$ cat src/rtl/ex_pkg.sv
package ex_pkg;

    // data and address width of the RV64 datapath
    localparam int unsigned XLEN = 64;

    // register index width
    localparam int unsigned REG_ADDR_W = 5;

    // bytes per doubleword and width of the load byte count
    localparam int unsigned XBYTES = XLEN / 8;
    localparam int unsigned LB_W = 4;

    typedef enum logic [3:0] {
        ALU_ADD  = 4'd0,
        ALU_SUB  = 4'd1,
        ALU_AND  = 4'd2,
        ALU_OR   = 4'd3,
        ALU_XOR  = 4'd4,
        ALU_SLL  = 4'd5,
        ALU_SRL  = 4'd6,
        ALU_SRA  = 4'd7,
        ALU_SLT  = 4'd8,
        ALU_SLTU = 4'd9,
        // branch compares, result is 1 or 0
        ALU_EQ   = 4'd10,
        ALU_NE   = 4'd11,
        ALU_LT   = 4'd12,
        ALU_GE   = 4'd13,
        ALU_LTU  = 4'd14,
        ALU_GEU  = 4'd15
    } alu_op_e;

    // writeback source
    typedef enum logic [2:0] {
        WD_ALU = 3'd0,
        WD_MEM = 3'd1,
        WD_PC4 = 3'd2,
        WD_IMM = 3'd3
    } wd_sel_e;

    // one RAM word, seen whole or lane by lane
    typedef union packed {
        logic [XLEN-1:0]           dword;
        logic [XBYTES-1:0][7:0]    bytes;
    } mem_word_u;

endpackage
$ cat src/rtl/mem_wb_reg.sv
`timescale 1ns/10ps

module mem_wb_reg (
    input  logic                          clk,
    input  logic                          reset_i,
    input  ex_pkg::wd_sel_e               wd_sel_i,
    input  logic                          write_rd_i,
    input  logic [ex_pkg::REG_ADDR_W-1:0] rd_i,
    input  logic [ex_pkg::XLEN-1:0]       alu_res_i,
    input  logic [ex_pkg::XLEN-1:0]       load_data_i,
    input  logic [ex_pkg::XLEN-1:0]       pc_i,
    input  logic [ex_pkg::XLEN-1:0]       imm_i,
    input  logic                          redirect_i,
    input  logic [ex_pkg::XLEN-1:0]       redirect_pc_i,
    output logic                          wb_we_o,
    output logic [ex_pkg::REG_ADDR_W-1:0] wb_rd_o,
    output logic [ex_pkg::XLEN-1:0]       wb_data_o,
    output logic                          redirect_o,
    output logic [ex_pkg::XLEN-1:0]       redirect_pc_o
);
    import ex_pkg::*;

    logic [XLEN-1:0] wb_data_d;

    // writeback source
    always_comb begin
        case (wd_sel_i)
            WD_MEM:  wb_data_d = load_data_i;
            WD_PC4:  wb_data_d = pc_i + XLEN'(4);
            WD_IMM:  wb_data_d = imm_i;
            default: wb_data_d = alu_res_i;
        endcase
    end

    // x0 is never written
    always_ff @(posedge clk) begin
        if (reset_i) begin
            wb_we_o    <= 1'b0;
            redirect_o <= 1'b0;
        end else begin
            wb_we_o    <= write_rd_i && (rd_i != '0);
            redirect_o <= redirect_i;
        end
    end

    always_ff @(posedge clk) begin
        wb_rd_o       <= rd_i;
        wb_data_o     <= wb_data_d;
        redirect_pc_o <= redirect_pc_i;
    end

endmodule

$ cat config.mk
export PLATFORM = sky130hd
export DESIGN_NAME = mem_wb_reg
export DESIGN_NICKNAME = d
export VERILOG_FILES = /design/src/rtl/ex_pkg.sv /design/src/rtl/mem_wb_reg.sv
export SDC_FILE = /design/constraint.sdc
export NUM_CORES = 1
export LEC_CHECK = 0
export ABC_AREA = 1
export BUFFER_PORTS_ARGS = -buffer_cell sky130_fd_sc_hd__buf_2
export CORE_AREA = 2 2 180 182
export CTS_CLUSTER_SIZE = 25
export DETAILED_ROUTE_END_ITERATION = 8
export DIE_AREA = 0 0 182 184
export PLACE_DENSITY = 0.55
export SYNTH_ARGS = -nofsm -noshare
export SYNTH_HDL_FRONTEND = slang
export SYNTH_SLANG_ARGS = --single-unit
$ cat constraint.sdc
create_clock -name clk -period 1.22 [get_ports clk]
set_input_delay 0.183 -clock clk [delete_from_list [all_inputs] [get_ports clk]]
set_output_delay 0.183 -clock clk [all_outputs]
set_load 0.01 [all_outputs]
# Yosys cells after proc, flatten, opt, wreduce, memory -nomap -nowiden
# Index checks and enable logic that the tools add are counted.
# op_classes
n_addsub	1
eq_ne	3
mux	1
n_reduce_logical	2
# ops
cell	n
$pmux 64 s3	1
$add 64x3->64 const B	1
$eq 3x2->1 const B	2
$reduce_bool 5->1	1
$eq 3x1->1 const B	1
$logic_and 1x1->1	1
# totals
register_bits	135
input_bits	332
output_inout_bits	135
word_cells	12

# Depth between registers and ports, before layout
# depth
word_depth	2
depth_mapped	11
ltp_nobuf	11

# Least setup slack after synthesis
# No wires, ideal clock.
# synth_path
path_kind	input -> register
from	in pc_i[2] (netlist name)
to	reg wb_data_o[42] (netlist name)
setup_time_ns	0.125
arrival_time_ns	1.164
required_ns	1.095
setup_slack_ns	-0.070
cell_stages	10
n_path_buf	0
path_cell_list	ha_1 -> nand2_2 -> nor2_4 -> nand2_4 -> nor2_8 -> nand2_2 -> nor2_1 -> nand2_1 -> nand3_1 -> nand4_1
# synth_via
elab_chain_cells	2
# synth_rtl
element	line_no	source
from (decl)	mem_wb_reg.sv:11	input logic [ex_pkg::XLEN-1:0] pc_i,
$add 64x3->64	mem_wb_reg.sv:29	WD_PC4: wb_data_d = pc_i + XLEN'(4);
$pmux 64 s3	mem_wb_reg.sv:27	case (wd_sel_i)
net wb_data_d[42]	mem_wb_reg.sv:23	logic [XLEN-1:0] wb_data_d;
to (signal assigned)	mem_wb_reg.sv:48	wb_data_o <= wb_data_d;
to (decl)	mem_wb_reg.sv:17	output logic [ex_pkg::XLEN-1:0] wb_data_o,
# The timed path passes the listed nets, and every way through them passes these cells.
# A chain may end at the register's enable or synchronous reset.

# Worst setup path in the final report
# layout_path
from	in pc_i[8] (netlist name)
to	reg wb_data_o[36] (netlist name)
# The elaborated chain is that of the path after synthesis.

==> flow_metrics.tcl <==
set metrics [dict create \
    hold_viol 0 \
    ir_drop_uv 984 \
    syn_avg_cell_area_um2 6.66 \
    grt_first_pass_wirelength_mm 57.9 \
    cp.arrival_ps 1570 \
    grt_start_max_net_pins 31 \
    die_h_um 184 \
    multi_input_area_mm2 0.00363 \
    synth_cells 960 \
    num_rows 65 \
    synth-seq-cells 135 \
    syn_area_mm2 0.00639 \
    grt_overflow 0 \
    die-area_mm2 0.0335 \
    cts_htree_levels 4 \
    worst_slew_pin_slew_ps 366 \
    hp-start "load_data_i[10]" \
    path_class "in2reg" \
    dp.cells 1981 \
    p_per_area_mw_per_mm2 953 \
    clk_transition_reported_paths_ps 70 \
    io_pins 467 \
    crit_path_max_fanout 4 \
    io_buffers 466 \
    numClockSinks 135 \
    p_leak_nw 6.95 \
    firstDrtPassIters 7 \
    finalNonFillerCells 2265 \
    syn2layout_area_growth_pct 118 \
    wirelength_mm 40.7 \
    viasPerCell 4.37 \
    finalSetupViolations 0 \
    start_util_pct 20.4 \
    syn_nets 1293 \
    slew_headroom_pct 75.6 \
    dp_hpwl_mm 31.2 \
    cp-start-kind "input port" \
    place_ws_ps -597 \
    status "completed" \
    fin_crit_sh_pct 97.2 \
    crit_path_start "pc_i[8]" \
    drive_gt1_share_pct 43.3 \
    ys_seq_area_share_pct 42.3 \
    grt_antenna_before_repair 9 \
    drv_slew 0 \
    cp.required_ps 1610 \
    wl_per_cell_um 18.0 \
    grt_usage_pct 23.4 \
    fin_ws_ps 34.5 \
    dpl_cell_area_mm2 0.0106 \
    num-nets-final 2178 \
    fill_cells 3162 \
    cap_viol_max_count 0 \
    cts-root-buf "clkbuf_16" \
    ys_types 28 \
    ant_nets 0 \
    end_kind "flip-flop" \
    rsz0062_at_grt "yes" \
    cts_buffer_depth 2 \
    cts_buffers 17 \
    min-delay-path-class "in2reg" \
    route.detailed.drc 0 \
    drtIter0Drc 400 \
    coreArea_mm2 0.0314 \
    final_cell_area_mm2 0.0140 \
    max_freq_mhz 843 \
    gp_congestion 0.920 \
    num_vias 9903 \
    tritoncts "done" \
    seqCellArea_mm2 0.00270 \
    period_needed_ps 1190 \
    chipWidth_um 182 \
    holdWs_ps 19.2 \
    grt_pass1_vias 10200 \
    ys.warnings.count 0 \
]
==> sequential cells by signal, indices dropped and copies added (netlist names) <==
| signal | cells |
|---|---|
| redirect_pc_o | 64 |
| wb_data_o | 64 |
| wb_rd_o | 5 |
| redirect_o | 1 |
| wb_we_o | 1 |
==> power by group <==
part	switching, mW	internal, mW
Combinational	1.42	1.65
Sequential	0.0992	4.77
Clock	2.15	3.23
Total	3.67	9.65
==> critical path, stage by stage <==
cell and delay, ps:
buf_2 90, buf_4 110, nand2_1 110, nor2_2 170, nand2_1 110, nor2_4 210, nand2_4 130, inv_6 100
nand2_2 50, nand2_2 90, nand3_4 100, nand4_1 100
==> cells by family (layout without fill, tap and decap cells) <==
family | after synthesis | in the layout | synth area share [%]
AND/OR/NAND/NOR | 676 | 676 | 46.6
AO/OA/AOI/OAI | 47 | 47 | 4.70
flip-flops | 135 | 135 | 42.3
adder cells (fa/ha/maj) | 1 | 1 | 0.196
buffers and inverters | 100 | 997 | 6.10
other | 0 | 6 | 0
XOR/XNOR | 1 | 1 | 0.137
==> layout by cell type (no fill, tap or decap), types with 3 or more instances in the layout <==
cell type	count
nand2_1	357
a21oi_1	11
o21ai_0	7
buf_2	464
nand2_2	29
nor2_1	75
clkbuf_16	17
clkbuf_8	4
a221oi_1	5
buf_6	3
o21ai_1	4
dfxtp_1	135
or2_2	10
nand2_4	7
o21bai_1	15
nor2_4	17
nand3_2	11
dlygate4sd3_1	240
nand3_1	68
buf_4	175
nor2_2	35
inv_1	67
buf_12	8
nand4_1	60
inv_2	6
clkinv_4	4
diode_2	6
==> area by class of cell <==
type                            instances  area share [%]
Sequential cell                       135            19.3
Inverter                               76            2.08
Timing Repair Buffer                  890            44.6
Clock inverter                          9           0.833
Tap cell                              402            3.60
Multi-Input combinational cell        725            26.0
Clock buffer                           22            3.47
Antenna cell                            6           0.107
==> synth_stat cells <==
| cell type | number | area, µm² |
|---|---|---|
| or2_2 | 10 | 62.6 |
| o21bai_1 | 16 | 120 |
| nor2_1 | 115 | 432 |
| clkbuf_1 | 12 | 45.0 |
| o2111ai_1 | 1 | 8.76 |
| nand2_2 | 14 | 87.6 |
| nand2_4 | 3 | 33.8 |
| buf_2 | 12 | 60.1 |
| nand4_1 | 60 | 375 |
| nand2_1 | 376 | 1410 |
| ha_1 | 1 | 12.5 |
| a21oi_1 | 12 | 60.1 |
| nand3_2 | 1 | 10.0 |
| nor2_8 | 2 | 40.0 |
| clkinv_1 | 2 | 7.51 |
| a221oi_1 | 5 | 43.8 |
| nor2_4 | 7 | 78.8 |
| nor2_2 | 5 | 31.3 |
| inv_1 | 68 | 255 |
| nor3_1 | 2 | 10.0 |
| a22oi_1 | 1 | 7.51 |
| dfxtp_1 | 135 | 2700 |
| xor2_1 | 1 | 8.76 |
| nand3b_1 | 1 | 7.51 |
| inv_2 | 6 | 22.5 |
| o21ai_0 | 7 | 35.0 |
| o21ai_1 | 5 | 25.0 |
| nand3_1 | 80 | 400 |
==> path summary, 6_finish.rpt <==
kind | to | depth (start not counted)
worst max-delay path | wb_data_o[36] | 12
worst min-delay path | wb_data_o[10] | 3
==> layer usage <==
layer / track usage [%] / share of wire, % / vias to the layer above
li1: - / - / 4856
met1: 26.1 / 40 / 4540
met2: 43.2 / 51 / 415
met3: 5.01 / 5.7 / 88
met4: 9.39 / 3.7 / 4
met5: 0 / 0.066 / -
==> metrics by stage <==
step,power (mW),utilization [%],setup TNS (ps)
6_report,13.3,44.5,0
5_1_grt,13.8,44.5,-124
4_1_cts,13.3,43.5,-1.27
3_5_place_dp,7.32,33.7,-20110
3_3_place_gp,7.31,33.7,-19000
2_1_floorplan,5.71,-,-7.30
==> what timing repair did <==
item                                    4_1_cts  5_1_grt
buffers inserted                              3        4
pin swaps                                     1       29
hold buffers                                240        0
endpoints found under the setup margin        6       32
resized for setup                             9       82
endpoints found under the hold margin       133        0
No activity file was read; power rests on OpenSTA's default activity.
