[src/rtl/ex_pkg.sv]
package ex_pkg;

    // data and address width of the RV64 datapath
    localparam int unsigned XLEN = 64;

    // register index width
    localparam int unsigned REG_ADDR_W = 5;

    // bytes per doubleword and width of the load byte count
    localparam int unsigned XBYTES = XLEN / 8;
    localparam int unsigned LB_W = 4;

    typedef enum logic [3:0] {
        ALU_ADD  = 4'd0,
        ALU_SUB  = 4'd1,
        ALU_AND  = 4'd2,
        ALU_OR   = 4'd3,
        ALU_XOR  = 4'd4,
        ALU_SLL  = 4'd5,
        ALU_SRL  = 4'd6,
        ALU_SRA  = 4'd7,
        ALU_SLT  = 4'd8,
        ALU_SLTU = 4'd9,
        // branch compares, result is 1 or 0
        ALU_EQ   = 4'd10,
        ALU_NE   = 4'd11,
        ALU_LT   = 4'd12,
        ALU_GE   = 4'd13,
        ALU_LTU  = 4'd14,
        ALU_GEU  = 4'd15
    } alu_op_e;

    // writeback source
    typedef enum logic [2:0] {
        WD_ALU = 3'd0,
        WD_MEM = 3'd1,
        WD_PC4 = 3'd2,
        WD_IMM = 3'd3
    } wd_sel_e;

    // one RAM word, seen whole or lane by lane
    typedef union packed {
        logic [XLEN-1:0]           dword;
        logic [XBYTES-1:0][7:0]    bytes;
    } mem_word_u;

endpackage
[src/rtl/ex_me_reg.sv]
`timescale 1ns/10ps

module ex_me_reg (
    input  logic                          clk,
    input  logic                          reset_i,
    input  logic                          bubble_i,
    input  logic                          flush_i,
    input  logic [ex_pkg::XLEN-1:0]       alu_res_i,
    input  logic [ex_pkg::XLEN-1:0]       pc_i,
    input  logic [ex_pkg::XLEN-1:0]       imm_i,
    input  logic [ex_pkg::XLEN-1:0]       rs2_i,
    input  ex_pkg::wd_sel_e               wd_sel_i,
    input  logic                          write_rd_i,
    input  logic [ex_pkg::REG_ADDR_W-1:0] rd_i,
    input  logic                          mem_read_i,
    input  logic [ex_pkg::LB_W-1:0]       load_bytes_i,
    input  logic                          load_sext_i,
    input  logic                          mem_write_i,
    input  logic [ex_pkg::XBYTES-1:0]     store_mask_i,
    input  logic                          jal_i,
    input  logic                          jalr_i,
    input  logic                          branch_i,
    output logic [ex_pkg::XLEN-1:0]       alu_res_o,
    output logic [ex_pkg::XLEN-1:0]       pc_o,
    output logic [ex_pkg::XLEN-1:0]       imm_o,
    output logic [ex_pkg::XLEN-1:0]       rs2_o,
    output ex_pkg::wd_sel_e               wd_sel_o,
    output logic                          write_rd_o,
    output logic [ex_pkg::REG_ADDR_W-1:0] rd_o,
    output logic                          mem_read_o,
    output logic [ex_pkg::LB_W-1:0]       load_bytes_o,
    output logic                          load_sext_o,
    output logic                          mem_write_o,
    output logic [ex_pkg::XBYTES-1:0]     store_mask_o,
    output logic                          jal_o,
    output logic                          jalr_o,
    output logic                          branch_o
);
    import ex_pkg::*;

    // a bubble slot is all zeros, nothing writes or redirects
    always_ff @(posedge clk) begin
        if (reset_i || bubble_i || flush_i) begin
            alu_res_o    <= '0;
            pc_o         <= '0;
            imm_o        <= '0;
            rs2_o        <= '0;
            wd_sel_o     <= WD_ALU;
            write_rd_o   <= 1'b0;
            rd_o         <= '0;
            mem_read_o   <= 1'b0;
            load_bytes_o <= '0;
            load_sext_o  <= 1'b0;
            mem_write_o  <= 1'b0;
            store_mask_o <= '0;
            jal_o        <= 1'b0;
            jalr_o       <= 1'b0;
            branch_o     <= 1'b0;
        end else begin
            alu_res_o    <= alu_res_i;
            pc_o         <= pc_i;
            imm_o        <= imm_i;
            rs2_o        <= rs2_i;
            wd_sel_o     <= wd_sel_i;
            write_rd_o   <= write_rd_i;
            rd_o         <= rd_i;
            mem_read_o   <= mem_read_i;
            load_bytes_o <= load_bytes_i;
            load_sext_o  <= load_sext_i;
            mem_write_o  <= mem_write_i;
            store_mask_o <= store_mask_i;
            jal_o        <= jal_i;
            jalr_o       <= jalr_i;
            branch_o     <= branch_i;
        end
    end

endmodule

[config.mk]
export PLATFORM = sky130hd
export DESIGN_NAME = ex_me_reg
export DESIGN_NICKNAME = d
export VERILOG_FILES = /design/src/rtl/ex_pkg.sv /design/src/rtl/ex_me_reg.sv
export SDC_FILE = /design/constraint.sdc
export NUM_CORES = 1
export LEC_CHECK = 0
export ABC_AREA = 1
export BUFFER_PORTS_ARGS = -buffer_cell sky130_fd_sc_hd__buf_2
export CAP_MARGIN = 20
export CELL_PAD_IN_SITES_DETAIL_PLACEMENT = 0
export CELL_PAD_IN_SITES_GLOBAL_PLACEMENT = 2
export CORE_AREA = 2 2 223 225
export CTS_CLUSTER_DIAMETER = 100
export DETAILED_ROUTE_END_ITERATION = 12
export DIE_AREA = 0 0 225 227
export PLACE_DENSITY = 0.65
export RECOVER_POWER = 50
export SLEW_MARGIN = 20
export SYNTH_ARGS = -nofsm -noshare
export SYNTH_HDL_FRONTEND = slang
export SYNTH_SLANG_ARGS = --single-unit
[constraint.sdc]
create_clock -name clk -period 0.8 [get_ports clk]
set_input_delay 0.04 -clock clk [delete_from_list [all_inputs] [get_ports clk]]
set_output_delay 0.04 -clock clk [all_outputs]
set_load 0.01 [all_outputs]
After elaboration in Yosys (flattened, before gate mapping)
Cells that the tools add are included.
Word-level totals
  input bits: 287
  flip-flop bits (word level): 283
Operators by class
  reductions and logical operators: 2
Operators by type and width (count)
  logical OR 1 bit: 2

Logic depth before layout (Yosys ltp)
Gate-level depths: netlist (run 1).
  word-level depth: 2
  gate-level depth with buffers: 5
  depth with buffers taken out: 3

Worst setup path after synthesis (run 1)
No wires, ideal clock.
  path type: input port to flip-flop
  start point: in bubble_i
  end point: reg alu_res_o[61] (netlist name)
  setup slack: 138 ps
  cell stages on the path: 5
  arrival time: 598 ps
  cells stage by stage: nor2_1 -> nand2_1 -> buf_6 -> buf_6 -> nor2_1
Between the ends
  longest elaborated chain between the ends: 2
RTL lines
  start, declared: RTL line ex_me_reg.sv:6  | input logic bubble_i,
  logical OR 1 bit (2 in a row): RTL line ex_me_reg.sv:43  | if (reset_i || bubble_i || flush_i) begin
  end signal, assigned: RTL line ex_me_reg.sv:60  | alu_res_o <= alu_res_i;
  end, declared: RTL line ex_me_reg.sv:23  | output logic [ex_pkg::XLEN-1:0] alu_res_o,
No other way between the ends.
A chain may end at the register's enable or synchronous reset.

Worst setup path in the final report (run 1)
  start point: reg rs2_o[31] (netlist name)
  end point: out rs2_o[31] (netlist name)
RTL lines
  start, declared: RTL line ex_me_reg.sv:26  | output logic [ex_pkg::XLEN-1:0] rs2_o,
  start signal, assigned: RTL line ex_me_reg.sv:63  | rs2_o <= rs2_i;
No word-level cell between the ends.

==> results of run 1 <==
[per-stage QoR]
| stage | hold WS, ns | instance area, sq um | setup slack [ns] | total power, W | setup TNS (ns) |
|---|---|---|---|---|---|
| after floorplan | 0.1522 | 8144 | 0.1383 | 0.01571 | 0 |
| after global placement | 0.2525 | 11710 | -0.2811 | 0.01697 | -45.58 |
| after detailed placement | 0.2576 | 11710 | -0.2934 | 0.01698 | -45.83 |
| after CTS | -0.04786 | 16430 | -0.2725 | 0.03410 | -66.41 |
| after global routing | 0.2306 | 16950 | -0.2712 | 0.03507 | -74.55 |
| final | 0.1741 | 16950 | -0.2201 | 0.03354 | -51.87 |
[where the power goes]
| group | switching, W | internal, W | total, W | leakage (nW) |
|---|---|---|---|---|
| logic | 0.00129 | 0.00213 | 0.00342 | 6.19 |
| registers | 0.000150 | 0.0145 | 0.0147 | 2.39 |
| clock network | 0.00594 | 0.00951 | 0.0154 | 0.539 |
| total | 0.00737 | 0.0262 | 0.0335 | 9.12 |
[layout make-up]
| class | count | area [sq um] | share of cell area (%) |
|---|---|---|---|
| Clock buffer | 56 | 1037 | 6.121 |
| Sequential cell | 283 | 5897 | 34.80 |
| Tap cell | 622 | 778.2 | 4.592 |
| Multi-Input combinational cell | 285 | 1070 | 6.313 |
| Clock inverter | 6 | 85.08 | 0.5021 |
| Timing Repair Buffer | 875 | 7013 | 41.38 |
| Inverter | 284 | 1066 | 6.291 |
[metal layers]
metal / vias to the layer above / wire length [um] / GRT usage, %
li1: 4130 / - / -
met1: 3635 / 11180 / 11.38
met2: 369 / 15460 / 20.35
met3: 60 / 2930 / 4.569
met4: 0 / 975 / 4.550
met5: - / 0 / 0
[flip-flops by register name (all words and copies together) (netlist names)]
signal / count
alu_res_o: 64
branch_o: 1
imm_o: 64
jal_o: 1
jalr_o: 1
load_bytes_o: 4
load_sext_o: 1
mem_read_o: 1
mem_write_o: 1
pc_o: 64
rd_o: 5
rs2_o: 64
store_mask_o: 8
wd_sel_o: 3
write_rd_o: 1
[cell families after synthesis]
kind of cell,count (synthesis),share of synthesized area (%)
buffers and inverters,315,17.30
and+or+nand+nor,285,13.14
DFF,283,69.57
[synth_stat cells]
master | instances | share of area, %
buf_2 | 1 | 0.061
buf_6 | 30 | 4.1
dfxtp_1 | 283 | 70
inv_1 | 284 | 13
nand2_1 | 1 | 0.046
nor2_1 | 284 | 13
[timing repair]
item / 4_1_cts / 5_1_grt
gates resized for setup: 230 / 180
setup buffers: 0 / 0
hold endpoints to repair: 283 / 1
setup endpoints to repair: 283 / 283
[worst paths after layout]
kind	from	end	slack, ns	cells past startpoint
setup / recovery	rs2_o[31]$_SDFF_PP0_	rs2_o[31]	-0.22	1
hold / removal	bubble_i	alu_res_o[49]$_SDFF_PP0_	0.17	5
==> results.yml, run 1 <==
final_layout:
  final_cell_mix: "buf_2 (382), inv_1 (284), nor2_1 (284)"
  layout.nets: 2051
  mostFrequentLayoutCell: "buf_2"
  layout-drive-gt1-share_pct: 45.56
  n_antenna_cell: 0
  synthToLayoutAreaGrowth_pct: 108.1
  instances_no_fill: 2411
  finish.utilization_pct: 34.91
  nFillCells: 4930
run:
  maxCapViolCount: 0
global_route:
  grt_pass1_vias: 8525
  grt_pass1_wl_um: 44100
  antenna_found_initial: 0
  grtUsageTotal_pct: 11.20
  grt-ovfl-total: 0
  grt_max_degree: 69
yosys:
  avgSynthCellArea_sq_um: 9.223
  synth_area_sq_um: 8144
  synth.net_count: 1170
  synthDistinctLibCells: 6
  yosysSeqAreaShare_pct: 69.57
  synthCells: 883
  yosys_warnings: 0
  synth-seq-cells: 283
cts:
  cts_sinks: 283
  hold_buffers: 283
  clock_path_buffers: 3
  cts_tree: "done"
  htree_levels: 2
  cts_root_buffer: "clkbuf_16"
  cts_buffers: 35
  path_clk_slew_ns: 0.06
worst_setup_path:
  path_cells: "buf_6"
  crit_path_top_delay_cell: "dfxtp_2"
  cp-end-kind: "output pin"
  critPathMaxStageDelay_ns: 0.35
  cp-start-kind: "flip-flop"
  cp.required_ns: 0.76
  cp.arrival_ns: 0.98
  worst-setup-path-type: "reg2out"
  path_delay_family: "flip-flops"
  cp_num_buf_inv: 1
  crit_path_max_fanout: 1
timing:
  finalSetupViolCount: 321
  worstMarginPinSlew_ns: 0.5462
  hold_violations: 0
  rsz0062_at_grt: "yes"
  finalWorstSetupSlack_ns: -0.2201
  max_slew_margin_pct: 63.59
  finalCriticalPeriod_ns: 1.020
  finalCritPeriodShare_pct: 127.5
  max_freq_ghz: 0.9803
  maxSlewViolCount: 0
floorplanning:
  die_w_um: 225
  num_io_pins: 570
  die_h_um: 227
  fp.dieArea_sq_um: 51080
  core_area_sq_um: 48550
  initial_utilization_pct: 16.78
  std_cell_rows: 81
route:
  viasPerCell: 3.399
  vias: 8194
  drtIter0Drc: 162
  drc: 0
  dr.pass1.iters: 4
  postRouteWirelength_um: 30540
  wl_per_cell_um: 12.67
  postRouteAntennaNets: 0
placed_design:
  post-dp-hpwl_um: 22120
  io_buffer_count: 569
  dp_cells: 2066
  gp_congestion: 0.7342
pwr:
  p_per_area_nw_per_um2: 1979
  leakagePower_nw: 9.120
  ir_worst_vdd_uv: 1219
run_status:
  status: "finished with violations"
  violations: "negative setup slack"
min_path:
  hold_path.class: "in2reg"
(Power assumes the default switching activity.)
==> run 2, diff against run 1 <==
--- a/config.mk
+++ b/config.mk
@@ -15,7 +15,6 @@
 export DETAILED_ROUTE_END_ITERATION = 12
 export DIE_AREA = 0 0 225 227
 export PLACE_DENSITY = 0.65
-export RECOVER_POWER = 50
 export SLEW_MARGIN = 20
 export SYNTH_ARGS = -nofsm -noshare
 export SYNTH_HDL_FRONTEND = slang
==> run 2 against run 1 <==
The flow finishes with violations (negative hold slack, negative setup slack); cell count is the same; power up 0.16%; via count decreased by 0.38%; combinational power rose by 2%; largest power group unchanged; maximum frequency grew 0.56%; clock power barely moved; sequential power hardly changed; largest cell class unchanged; clock-buffer cell count is the same; hold slack lost 0.17 ns; critical path depth is the same; die area unchanged; flip-flop and latch count unchanged.
==> results.yml, run 2 (synthesis results as in run 1) <==
run_status:
  status: "finished with violations"
  violations: "negative hold slack, negative setup slack"
final_layout:
  layout-drive-gt1-share_pct: 46.12
  final_cell_mix: "buf_2 (381), inv_1 (284), nor2_1 (284)"
  ff_latch_area_sq_um: 5897
  finish.utilization_pct: 35.16
  layout.nets: 2051
  mostFrequentLayoutCell: "buf_2"
  nFillCells: 4907
  multi_input_area_sq_um: 1077
  n_antenna_cell: 0
  synthToLayoutAreaGrowth_pct: 109.6
route:
  vias: 8163
  drc: 0
  drtIter0Drc: 194
  postRouteAntennaNets: 0
  dr.pass1.iters: 4
  wl_per_cell_um: 12.66
  postRouteWirelength_um: 30510
  viasPerCell: 3.386
global_route:
  grt_max_degree: 69
  grt_pass1_vias: 8525
  antenna_found_initial: 0
  grt_pass1_wl_um: 44100
  grtUsageTotal_pct: 11.20
  grt-ovfl-total: 0
timing:
  max_slew_margin_pct: 76.67
  finalCritPeriodShare_pct: 126.8
  finalCriticalPeriod_ns: 1.014
  finalSetupViolCount: 283
  maxSlewViolCount: 0
  worstMarginPinSlew_ns: 0.3500
  hold_violations: 1
  max_freq_ghz: 0.9858
  hold_ws_ns: -0.0006941
  finalWorstSetupSlack_ns: -0.2144
  rsz0062_at_grt: "yes"
cts:
  cts_root_buffer: "clkbuf_16"
  htree_levels: 2
  cts_buffers: 35
  path_clk_slew_ns: 0.06
  hold_buffers: 283
  clock_path_buffers: 3
  cts_tree: "done"
  cts_sinks: 283
worst_setup_path:
  crit_path_max_fanout: 1
  cp_num_buf_inv: 1
  cp.required_ns: 0.76
  path_delay_family: "flip-flops"
  path_cells: "buf_6"
  worst-setup-path-type: "reg2out"
  cp.depth: 1
  cp-end-kind: "output pin"
  crit_path_end: "rs2_o[31]"
  cp-startpoint: "rs2_o[31]$_SDFF_PP0_"
  cp-start-kind: "flip-flop"
  crit_path_top_delay_cell: "dfxtp_2"
  critPathMaxStageDelay_ns: 0.35
  cp.arrival_ns: 0.97
min_path:
  holdPathStages: 5
  hold_path.class: "in2reg"
pwr:
  ir_worst_vdd_uv: 1218
  p_per_area_nw_per_um2: 1968
  leakagePower_nw: 9.194
  power.total_w: 0.03360
floorplanning:
  die_w_um: 225
  core_area_sq_um: 48550
  num_io_pins: 570
  initial_utilization_pct: 16.78
  fp.dieArea_sq_um: 51080
  std_cell_rows: 81
  die_h_um: 227
placed_design:
  gp_congestion: 0.7342
  post-place-ws_ns: -0.2934
  post-dp-hpwl_um: 22120
  io_buffer_count: 569
run:
  maxCapViolCount: 0
## run 2: how the worst min path moves through the flow
stage | startpoint | to | slack [ns]
final | bubble_i | alu_res_o[49]$_SDFF_PP0_ | -0.0007
after global routing | flush_i | alu_res_o[49]$_SDFF_PP0_ | -0.002
after CTS | reset_i | rs2_o[37]$_SDFF_PP0_ | -0.05
after detailed placement | alu_res_i[34] | alu_res_o[34]$_SDFF_PP0_ | 0.26
after global placement | rs2_i[60] | rs2_o[60]$_SDFF_PP0_ | 0.25
after floorplan | alu_res_i[0] | alu_res_o[0]$_SDFF_PP0_ | 0.15
## run 2: routing by layer
metal	GRT usage, %	vias to the layer above	wire (um)
met3	4.569	57	2905
met5	0	-	0
met2	20.35	354	15470
met1	11.38	3619	11170
li1	-	4133	-
met4	4.550	0	970
## run 2: final cells by class
type                    count  share of cell area, %
repair buffers            875                  41.77
flip-flops and latches    283                  34.55
multi-input cells         285                  6.311
inverters                 284                  6.245
clock buffers              56                  6.076
well taps                 622                  4.559
clock inverters             6                 0.4984
## run 2: timing repair
action,in CTS,in global routing
cloned,0,0
endpoints found under the hold margin,283,1
setup buffers,0,0
resized for setup,230,180
setup endpoints to repair,283,283
## run 2: power by group
| part | internal (W) | switching [W] |
|---|---|---|
| clock | 0.00951 | 0.00593 |
| sequential | 0.0145 | 0.000150 |
| combinational | 0.00218 | 0.00130 |
## run 2: through the flow
stage	hold slack [ns]	instances	instance area (sq um)	TNS [ns]
after CTS	-0.04786	2411	16430	-66.41
after global routing	-0.001568	2411	17070	-66.89
after floorplan	0.1522	883	8144	0
after detailed placement	0.2576	2066	11710	-45.83
after global placement	0.2525	2066	11710	-45.58
final	-0.0006941	2411	17070	-51.42
