--- src/rtl/ex_pkg.sv ---
package ex_pkg;

    // data and address width of the RV64 datapath
    localparam int unsigned XLEN = 64;

    // register index width
    localparam int unsigned REG_ADDR_W = 5;

    // bytes per doubleword and width of the load byte count
    localparam int unsigned XBYTES = XLEN / 8;
    localparam int unsigned LB_W = 4;

    typedef enum logic [3:0] {
        ALU_ADD  = 4'd0,
        ALU_SUB  = 4'd1,
        ALU_AND  = 4'd2,
        ALU_OR   = 4'd3,
        ALU_XOR  = 4'd4,
        ALU_SLL  = 4'd5,
        ALU_SRL  = 4'd6,
        ALU_SRA  = 4'd7,
        ALU_SLT  = 4'd8,
        ALU_SLTU = 4'd9,
        // branch compares, result is 1 or 0
        ALU_EQ   = 4'd10,
        ALU_NE   = 4'd11,
        ALU_LT   = 4'd12,
        ALU_GE   = 4'd13,
        ALU_LTU  = 4'd14,
        ALU_GEU  = 4'd15
    } alu_op_e;

    // writeback source
    typedef enum logic [2:0] {
        WD_ALU = 3'd0,
        WD_MEM = 3'd1,
        WD_PC4 = 3'd2,
        WD_IMM = 3'd3
    } wd_sel_e;

    // one RAM word, seen whole or lane by lane
    typedef union packed {
        logic [XLEN-1:0]           dword;
        logic [XBYTES-1:0][7:0]    bytes;
    } mem_word_u;

endpackage
--- src/rtl/mem_access.sv ---
`timescale 1ns/10ps

module mem_access (
    input  logic [ex_pkg::XLEN-1:0]   alu_res_i,
    input  logic [ex_pkg::XLEN-1:0]   pc_i,
    input  logic [ex_pkg::XLEN-1:0]   imm_i,
    input  logic [ex_pkg::XLEN-1:0]   rs2_i,
    input  logic                      mem_read_i,
    input  logic [ex_pkg::LB_W-1:0]   load_bytes_i,
    input  logic                      load_sext_i,
    input  logic                      mem_write_i,
    input  logic [ex_pkg::XBYTES-1:0] store_mask_i,
    input  logic                      jal_i,
    input  logic                      jalr_i,
    input  logic                      branch_i,
    input  logic [ex_pkg::XLEN-1:0]   rd_data_i,
    output logic [ex_pkg::XLEN-1:0]   mem_addr_o,
    output logic [ex_pkg::XLEN-1:0]   mem_wdata_o,
    output logic [ex_pkg::XBYTES-1:0] mem_be_o,
    output logic [ex_pkg::XLEN-1:0]   load_data_o,
    output logic                      redirect_o,
    output logic [ex_pkg::XLEN-1:0]   redirect_pc_o
);
    import ex_pkg::*;

    logic [2:0]      lane;
    mem_word_u       st_src;
    mem_word_u       st_word;
    mem_word_u       ld_word;
    mem_word_u       ld_shift;
    logic [XLEN-1:0] ld_ext;

    assign mem_addr_o = alu_res_i;
    assign lane       = alu_res_i[2:0];

    // store data moves up into its byte lanes
    always_comb begin
        st_src.dword  = rs2_i;
        st_word.dword = '0;
        for (int i = 0; i < XBYTES; i++) begin
            if (i >= int'(lane)) begin
                st_word.bytes[i] = st_src.bytes[i - int'(lane)];
            end
        end
    end

    assign mem_wdata_o = st_word.dword;
    assign mem_be_o    = mem_write_i ? (store_mask_i << lane) : '0;

    // load bytes move down to lane 0
    always_comb begin
        ld_word.dword  = rd_data_i;
        ld_shift.dword = '0;
        for (int i = 0; i < XBYTES; i++) begin
            if (i + int'(lane) < XBYTES) begin
                ld_shift.bytes[i] = ld_word.bytes[i + int'(lane)];
            end
        end
    end

    // extend by access size
    always_comb begin
        case (load_bytes_i)
            4'd1: begin
                ld_ext = {{(XLEN-8){load_sext_i & ld_shift.dword[7]}}, ld_shift.dword[7:0]};
            end
            4'd2: begin
                ld_ext = {{(XLEN-16){load_sext_i & ld_shift.dword[15]}}, ld_shift.dword[15:0]};
            end
            4'd4: begin
                ld_ext = {{(XLEN-32){load_sext_i & ld_shift.dword[31]}}, ld_shift.dword[31:0]};
            end
            default: ld_ext = ld_shift.dword;
        endcase
    end

    assign load_data_o = mem_read_i ? ld_ext : '0;

    // branch taken when the compare gave a nonzero result
    assign redirect_o    = jal_i | jalr_i | (branch_i & (alu_res_i != '0));
    assign redirect_pc_o = jalr_i ? {alu_res_i[XLEN-1:1], 1'b0} : pc_i + imm_i;

endmodule

--- config.mk ---
export PLATFORM = sky130hd
export DESIGN_NAME = mem_access
export DESIGN_NICKNAME = d
export VERILOG_FILES = /design/src/rtl/ex_pkg.sv /design/src/rtl/mem_access.sv
export SDC_FILE = /design/constraint.sdc
export NUM_CORES = 1
export LEC_CHECK = 0
export BUFFER_PORTS_ARGS = -buffer_cell sky130_fd_sc_hd__buf_4
export CAP_MARGIN = 20
export CORE_AREA = 2 2 232 234
export DETAILED_ROUTE_END_ITERATION = 8
export DIE_AREA = 0 0 234 236
export PLACE_DENSITY = 0.43
export SLEW_MARGIN = 30
export SYNTH_ARGS = -nofsm -noshare
export SYNTH_HDL_FRONTEND = slang
export SYNTH_SLANG_ARGS = --single-unit
export TNS_END_PERCENT = 30
--- constraint.sdc ---
create_clock -name vclk -period 5.6
set_clock_uncertainty 0.15 [all_clocks]
set_input_delay 1.12 -clock vclk [all_inputs]
set_output_delay 1.12 -clock vclk [all_outputs]
set_load 0.05 [all_outputs]
# [Yosys cells after proc, flatten, opt, wreduce, memory -nomap -nowiden]
# Index checks and enable logic that the tools add are counted.
[totals] elab_cells=131 inputBits=338 ff_bits=0
[classes] bitwise=6 muxes=66 eq_ne=3 magnitude_cmp=31 n_reduce_logical=1 shift=1 add_sub_neg=23
[ops] op="8-bit binary-select mux with 3-bit select" n=16
[ops] op="8-bit two-way mux" n=47
[ops] op="64-bit case mux with 3 select lines" n=1
[ops] op="64-bit two-way mux" n=2
[ops] op="64-bit adder" n=1
[ops] op="64-bit nonzero test" n=1
[ops] op="4-bit < comparator (second input constant)" n=14
[ops] op="4-bit by 5-bit < comparator with 1-bit output (second input constant)" n=8
[ops] op="3-bit by 3-bit adder with 4-bit output (first input constant)" n=8
[ops] op="2-bit by 3-bit adder with 4-bit output (first input constant)" n=4
[ops] op="3-bit by 3-bit subtractor with 4-bit output (first input constant)" n=4
[ops] op="3-bit >= comparator (first input constant)" n=3
[ops] op="1-bit by 3-bit adder with 4-bit output (first input constant)" n=2
[ops] op="3-bit by 4-bit < comparator with 1-bit output (second input constant)" n=2
[ops] op="8-bit by 3-bit << shifter with 8-bit output" n=1
[ops] op="1-bit by 3-bit subtractor with 4-bit output (first input constant)" n=2
[ops] op="2-bit by 3-bit subtractor with 4-bit output (first input constant)" n=2
[ops] op="1-bit by 3-bit >= comparator with 1-bit output (first input constant)" n=2
[ops] op="2-bit by 3-bit >= comparator with 1-bit output (first input constant)" n=2
[ops] op="1-bit AND" n=4
[ops] op="4-bit by 1-bit == test with 1-bit output (second input constant)" n=1
[ops] op="4-bit by 2-bit == test with 1-bit output (second input constant)" n=1
[ops] op="4-bit by 3-bit == test with 1-bit output (second input constant)" n=1
[ops] op="1-bit bitwise OR" n=2

# [Logic depth before layout (Yosys ltp)]
# Gate-level depths: netlist of run 1.
[depth] depth_word=8 depth_mapped=15 mapped_depth_nobuf=11

# [Worst setup path before layout of run 1]
# No wires, ideal clock.
[synth_path] path_type="input-to-output" from="input alu_res_i[0] in the netlist's numbering" to="output load_data_o[54] in the netlist's numbering" setup_slack_ns=-0.562 path_stages=15 arrival_time_ns=4.892 path_cell_list="buf_2 -> buf_2 -> buf_2 -> clkbuf_1 -> inv_1 -> ha_1 -> ha_1 -> buf_1 -> mux2i_1 -> a211oi_1 -> nand2_1 -> a31oi_1 -> o31ai_4 -> buf_6 -> a21oi_1"
[synth_between] elab_chain_len=8 word_cells_on_any_way=30 classes_between="add/sub (6); order compare (4); mux (17); bitwise (3)"
[synth_lines] element="from (decl)" line_no="mem_access.sv:4" rtl="input logic [ex_pkg::XLEN-1:0] alu_res_i,"
[synth_lines] element="2-bit by 3-bit adder with 4-bit output or 1-bit by 3-bit adder with 4-bit output (tied branches)" line_no="mem_access.sv:55, mem_access.sv:56"
[synth_lines] element="8-bit binary-select mux with 3-bit select" line_no="mem_access.sv:56" rtl="ld_shift.bytes[i] = ld_word.bytes[i + int'(lane)];"
[synth_lines] element="8-bit two-way mux (implied by the code) (2 in a row)" line_no="mem_access.sv:56"
[synth_lines] element="8-bit two-way mux" line_no="mem_access.sv:55" rtl="if (i + int'(lane) < XBYTES) begin"
[synth_lines] element="1-bit AND (on tied branches)" line_no="mem_access.sv:71, mem_access.sv:68"
[synth_lines] element="64-bit case mux with 3 select lines (*)" line_no="mem_access.sv:63" rtl="case (load_bytes_i)"
[synth_lines] element="64-bit two-way mux (*)" line_no="mem_access.sv:77" rtl="assign load_data_o = mem_read_i ? ld_ext : '0;"
[synth_lines] element="to (decl)" line_no="mem_access.sv:20" rtl="output logic [ex_pkg::XLEN-1:0] load_data_o,"
# Mark *: on every way between the ends. The rest lies on a longest branch, timed or not. The select of a mux whose other input is x is not followed.

# [Worst setup path after layout of run 1]
[layout_path] from="input pc_i[0] in the netlist's numbering" to="output redirect_pc_o[62] in the netlist's numbering"
[layout_between] elab_chain_len=2
[layout_lines] element="from (decl)" line_no="mem_access.sv:5" rtl="input logic [ex_pkg::XLEN-1:0] pc_i,"
[layout_lines] element="64-bit adder" line_no="mem_access.sv:81" rtl="assign redirect_pc_o = jalr_i ? {alu_res_i[XLEN-1:1], 1'b0} : pc_i + imm_i;"
[layout_lines] element="64-bit two-way mux" line_no="mem_access.sv:81"
[layout_lines] element="to (decl)" line_no="mem_access.sv:22" rtl="output logic [ex_pkg::XLEN-1:0] redirect_pc_o"
# Every way passes these cells.

==> metrics.md, run 1 <==
| Metric | Value |
|---|---|
| # rows | `85` |
| Initial DRC Count | `917` |
| Non-Filler Instances | `roughly 2700` |
| Setup crit end kind | `output port` |
| Critical path depth | `15` |
| Initial Util | `0.208` |
| DRT met1 WL | `about 26000 µm` |
| Die height | `236 µm` |
| Critical-path cell list | `buf_4 > ha_1 > fa_2 > a21oi_2 > buf_4 > o211ai_1 > and4_1 > o211a_1 > o2111a_2 > nor2_2 > o221ai_2 > o211a_1 > o31ai_1 > buf_4 > buf_6` |
| Max VDD drop | `60.1 µV` |
| Mapped Cells | `1480` |
| Drc violations | `0` |
| Max-Cap Viols | `0` |
| Dpl cells | `2669` |
| Highest routing layer actually used | `met5` |
| Gpl congestion | `0.918` |
| Max Fanout on Critical Path | `5` |
| Largest family of logic cells by synthesized area | `multiplexers` |
| FF/Latch Area | `0 µm²` |
| Slowest cell on crit path | `fa_2` |
| Die width | `234 µm` |
| CP peak stage delay | `0.37 ns` |
| Routed len/inst | `23.4 µm` |
| Relative slew slack | `0.390` |
| Worst hold stages | `2` |
| Min Clock Period, post-route | `5.46 ns` |
| Share of layout cells above drive strength 1 | `0.449` |
| WP data required | `roughly 4.3 ns` |
| CORE AREA | `53100 µm²` |
| Pin count of the biggest net entering global routing | `82` |
| Post-synth net total | `1898` |
| Final-layout clock buffer total | `0` |
| Buf+Inv Stages, Crit Path | `4` |
| Die Area | `~55000 µm²` |
| PortBufs | `603` |
| Post-Layout Inst Area | `16400 µm²` |
| Period utilisation layout | `0.975` |
| Hold_buf cts | `0` |
| Mapped cell area | `11000 µm²` |
| First-pass GRT wire length | `89700 µm` |
| Type of the worst min-delay path | `in2out` |
| Share of the synthesized area in the top cell type | `0.167` |
| Total gr overflow | `0` |
| Max Slew Vio Count | `0` |
| DP Area | `around 16000 µm²` |
| Setup Fix Bufs, Post-CTS | `0` |
| Remaining antenna violation count | `0` |
| Crit path max-delay family | `compound AO/OA/AOI/OAI gates` |
| Net count, final | `2393` |
| Post-synthesis sequential area ratio | `0` |
| Area share of fa/ha/maj cells after synthesis | `0.0914` |
| Max Fclk | `183 MHz` |
| Crit Path Class | `in2out` |
| Final hold vios | `0` |
| Initial antenna violation count | `8` |
| Top cell type by total area after synthesis | `mux4_2` |
| Via Count | `13836` |
| Final setup violation count | `0` |
| Number of library cell types mapped by synthesis | `between 80 and 90` |
| TNS Setup | `0 ns` |
| Number of synthesis warnings | `0` |
| Post-synthesis xor/xnor area fraction | `0.0357` |
| Met3 WL | `~4100 µm` |
| Compound-Gate Fraction of Synth Area | `0.267` |
| Synth top area cells | `mux4_2 17%, mux2i_1 9.1%, ha_1 9.0%, nand2_1 6.0%, a21oi_1 5.9%` |
| Met2 wire len | `31500 µm` |
| Simple-gate portion of the synthesized area | `0.207` |
| PwrDens | `157 nW/µm²` |
| Outcome | `finished clean` |
| Commonest cells after routing, fill and taps aside | `660 x buf_4, 176 x nand2_1, 116 x nor2_1` |
| Actual slew at the worst max-slew pin | `0.915 ns` |
| Final WL | `approximately 63000 µm` |
| DR vias/cell | `5.17` |
| Pleak | `7.39 nW` |
| Number of global-route vias before repair | `13691` |
| Syn_area_per_cell | `7.46 µm²` |
| Crit path arrival time | `4.19 ns` |
| Most common cell after layout, fill and taps aside | `buf_4` |
| Cell mode on critical path | `buf_4` |
| RSZ-0062 raised after global routing | `true` |
| Overall routing resource usage | `0.212` |
| Fillcell total | `5807` |
| Synth-to-Final Area Change | `49.0%` |
| Drt pass-1 iters | `5` |
| Sequential cells | `0` |
| Number of I/O pins | `between 600 and 700` |
| Critical Path Start Type | `input pin` |
| Multiplexer share of the synthesized area | `0.302` |
| DP HPWL | `53100 µm` |
-- cells by family (layout without fill, tap and decap cells) --
| group | Yosys count | in the layout |
|---|---|---|
| compound gates | 448 | 448 |
| xor+xnor | 45 | 45 |
| fa+ha+maj | 80 | 80 |
| buf+inv | 203 | 696 |
| mux | 225 | 225 |
| other cells | 0 | 5 |
| simple gates | 479 | 479 |
-- synthesized netlist by cell type, types with 15 or more instances --
cell type and instances:
o21ai_0 112, ha_1 79, o21a_1 33, nand2_1 176, clkbuf_1 50, buf_4 64, nor2b_1 36, a21oi_1 130
mux4_2 82, buf_2 33, mux2_2 43, inv_1 30, o211ai_1 19, nor2_1 127, xor2_1 22, a21o_1 28
nand4_1 22, nand2b_1 15, mux2i_1 100, nor4_1 18, buf_1 19, xnor2_1 23
-- worst paths after layout --
check                         start           endpoint  slack (ns)
worst max-delay path        pc_i[0]  redirect_pc_o[62]        0.14
worst min-delay path  alu_res_i[13]     mem_addr_o[13]        2.37
-- where the power goes --
group / switching [mW] / leakage (nW) / internal, mW
combinational: 1.64 / 7.39 / 0.940
clock: 0 / 0.0000317 / 0.000000120
sequential: 0 / 0 / 0
total: 1.64 / 7.39 / 0.940
-- layer usage --
layer	global-route usage	up-vias
met3	0.0283	34
li1	-	6471
met4	0.0142	6
met1	0.276	6772
met2	0.386	553
met5	0	-
-- what timing repair did --
action / in CTS / in global routing
gates resized for setup: 7 / 9
setup endpoints to repair: 8 / 12
pin swaps: 2 / 1
-- layout make-up --
| type | count | area (µm²) | share of cell area |
|---|---|---|---|
| Timing Repair Buffer | 666 | 5030 | 0.306 |
| Multi-Input combinational cell | 1277 | 10400 | 0.633 |
| Antenna cell | 5 | 12.5 | 0.000761 |
| Inverter | 30 | 113 | 0.00685 |
| Tap cell | 696 | 871 | 0.0530 |
-- stage by stage --
stage               worst slack, ns  utilization  hold WS [ns]  power, mW
global route                -0.0299        0.310          2.37       2.73
floorplan                    -0.179            -          2.26       1.69
finish                        0.143        0.310          2.37       2.58
CTS                          0.0417        0.308          2.37       2.58
detailed placement          -0.0994        0.308          2.37       2.56
global placement            -0.0274        0.308          2.37       2.57
(Power assumes the default switching activity.)
==> inputs of run 2 (changes only) <==
PLACE_DENSITY = 0.5   (was 0.43)
==> metrics.md, run 2 (synthesis results as in run 1) <==
| Metric | Value |
|---|---|
| Final setup violation count | `1 (+1)` |
| Met2 usage | `0.369 (-0.0165)` |
| CORE AREA | `53100 µm² (unchanged)` |
| Die height | `236 µm (unchanged)` |
| # rows | `85 (unchanged)` |
| Gpl congestion | `0.940 (+2.3%)` |
| Most common cell after layout, fill and taps aside | `buf_4` |
| Net count, final | `2401 (+0.33%)` |
| WP data required | `4.33 ns (about the same)` |
| Crit path arrival time | `4.34 ns (+0.15 ns)` |
| Overall routing resource usage | `0.200 (-0.0121)` |
| Period utilisation layout | `1.00 (+0.0264)` |
| Number of global-route vias before repair | `13773 (+0.60%)` |
| Min Clock Period, post-route | `5.61 ns (+0.148 ns)` |
| Initial antenna violation count | `2 (-6)` |
| Max-Cap Viols | `0 (unchanged)` |
| Die width | `234 µm (unchanged)` |
| Slowest cell on crit path | `o31ai_1` |
| Remaining antenna violation count | `0 (unchanged)` |
| Fillcell total | `5732 (-1.3%)` |
| Failing checks | `negative setup slack` |
| Max Fanout on Critical Path | `4 (-1)` |
| Type of the worst min-delay path | `in2out` |
| Die Area | `55200 µm² (unchanged)` |
| Crit Path Class | `in2out` |
| Routed len/inst | `22.2 µm (-5.1%)` |
| Setup ws final | `-0.00507 ns (-0.148 ns)` |
| Global routing's busiest layer | `met2` |
| Pin count of the biggest net entering global routing | `130 (+59%)` |
| Area of the multi-input gates | `10400 µm² (unchanged)` |
| Number of I/O pins | `603 (unchanged)` |
| Initial DRC Count | `730 (-20%)` |
| PortBufs | `603 (unchanged)` |
| Initial Util | `0.208 (unchanged)` |
| Share of layout cells above drive strength 1 | `0.449 (about the same)` |
| Grt met1 use | `0.251 (-0.0246)` |
| Critical-path cell list | `buf_4 > ha_1 > a21oi_2 > o21ai_0 > o21a_1 > a221o_1 > a21o_1 > o2bb2ai_1 > o211ai_1 > a21oi_1 > o31ai_1 > buf_4` |
| Via Count | `13912 (+0.55%)` |
| Critical Path Start Type | `input pin` |
| FF/Latch Area | `0 µm² (unchanged)` |
| Max Fclk | `178 MHz (-2.6%)` |
| Dpl ws | `-0.192 ns (-0.0924 ns)` |
| Hold_buf cts | `0 (unchanged)` |
| Final-layout clock buffer total | `0 (unchanged)` |
| Drt pass-1 iters | `5 (unchanged)` |
| Sequential cells | `0 (unchanged)` |
| Max Slew Vio Count | `0 (unchanged)` |
| Commonest cells after routing, fill and taps aside | `668 x buf_4, 176 x nand2_1, 116 x nor2_1` |
| DR vias/cell | `5.19 (+0.40%)` |
| CP peak stage delay | `0.40 ns (+0.03 ns)` |
| Synth-to-Final Area Change | `49.6%` |
| Relative slew slack | `0.360 (-0.0297)` |
| TNS Setup | `-0.00507 ns (-0.00507 ns)` |
| Setup crit end kind | `output port` |
| Util after Layout | `0.311 (+0.00127)` |
| DP Area | `16400 µm² (+0.44%)` |
| Post-Layout Inst Area | `16500 µm² (+0.41%)` |
| Total gr overflow | `0 (unchanged)` |
| RSZ-0062 raised after global routing | `true` |
| Setup Fix Bufs, Post-CTS | `0 (unchanged)` |
| Final WL | `59500 µm (-5.0%)` |
| Final hold vios | `0 (unchanged)` |
| Actual slew at the worst max-slew pin | `0.960 ns (+0.0445 ns)` |
| First-pass GRT wire length | `85700 µm (-4.6%)` |
| DP HPWL | `50400 µm (-5.0%)` |
| Cell mode on critical path | `buf_4` |
| Outcome | `complete, but fails checks` |
| Grt met3 use | `0.0218 (-0.00653)` |
| Drc violations | `0 (unchanged)` |
==> run 2: worst max-delay path: cells and delay by family <==
kind	cells	cell delay [ns]
compound gates	9	2.46
buf+inv	2	0.39
fa+ha+maj	1	0.35
==> run 2: worst paths after layout <==
kind                  cells past startpoint          from                 to
worst max-delay path                     12       pc_i[4]  redirect_pc_o[61]
worst min-delay path                      2  alu_res_i[8]      mem_addr_o[8]
==> run 2: cell type report <==
type / instances / share of cell area
multi-input cells: 1277 / 0.631
repair buffers: 674 / 0.309
well taps: 696 / 0.0527
inverters: 30 / 0.00682
diodes: 1 / 0.000152
==> run 2: through the flow <==
step / cells / hold slack (ns)
5_1_grt: 2677 / 2.37
3_5_place_dp: 2677 / 2.37
6_report: 2678 / 2.36
3_3_place_gp: 2677 / 2.37
4_1_cts: 2677 / 2.37
2_1_floorplan: 1480 / 2.26
==> run 2: repair_timing <==
item,CTS,global route
gates cloned,0,0
gates resized for setup,6,13
pin swaps,0,3
hold endpoints to repair,0,0
endpoints found under the setup margin,8,10
==> run 2: metal layers <==
layer	vias to the layer above	share of wire
met5	-	0.00019
met4	2	0.019
met3	61	0.065
met2	586	0.51
met1	6770	0.41
li1	6493	-
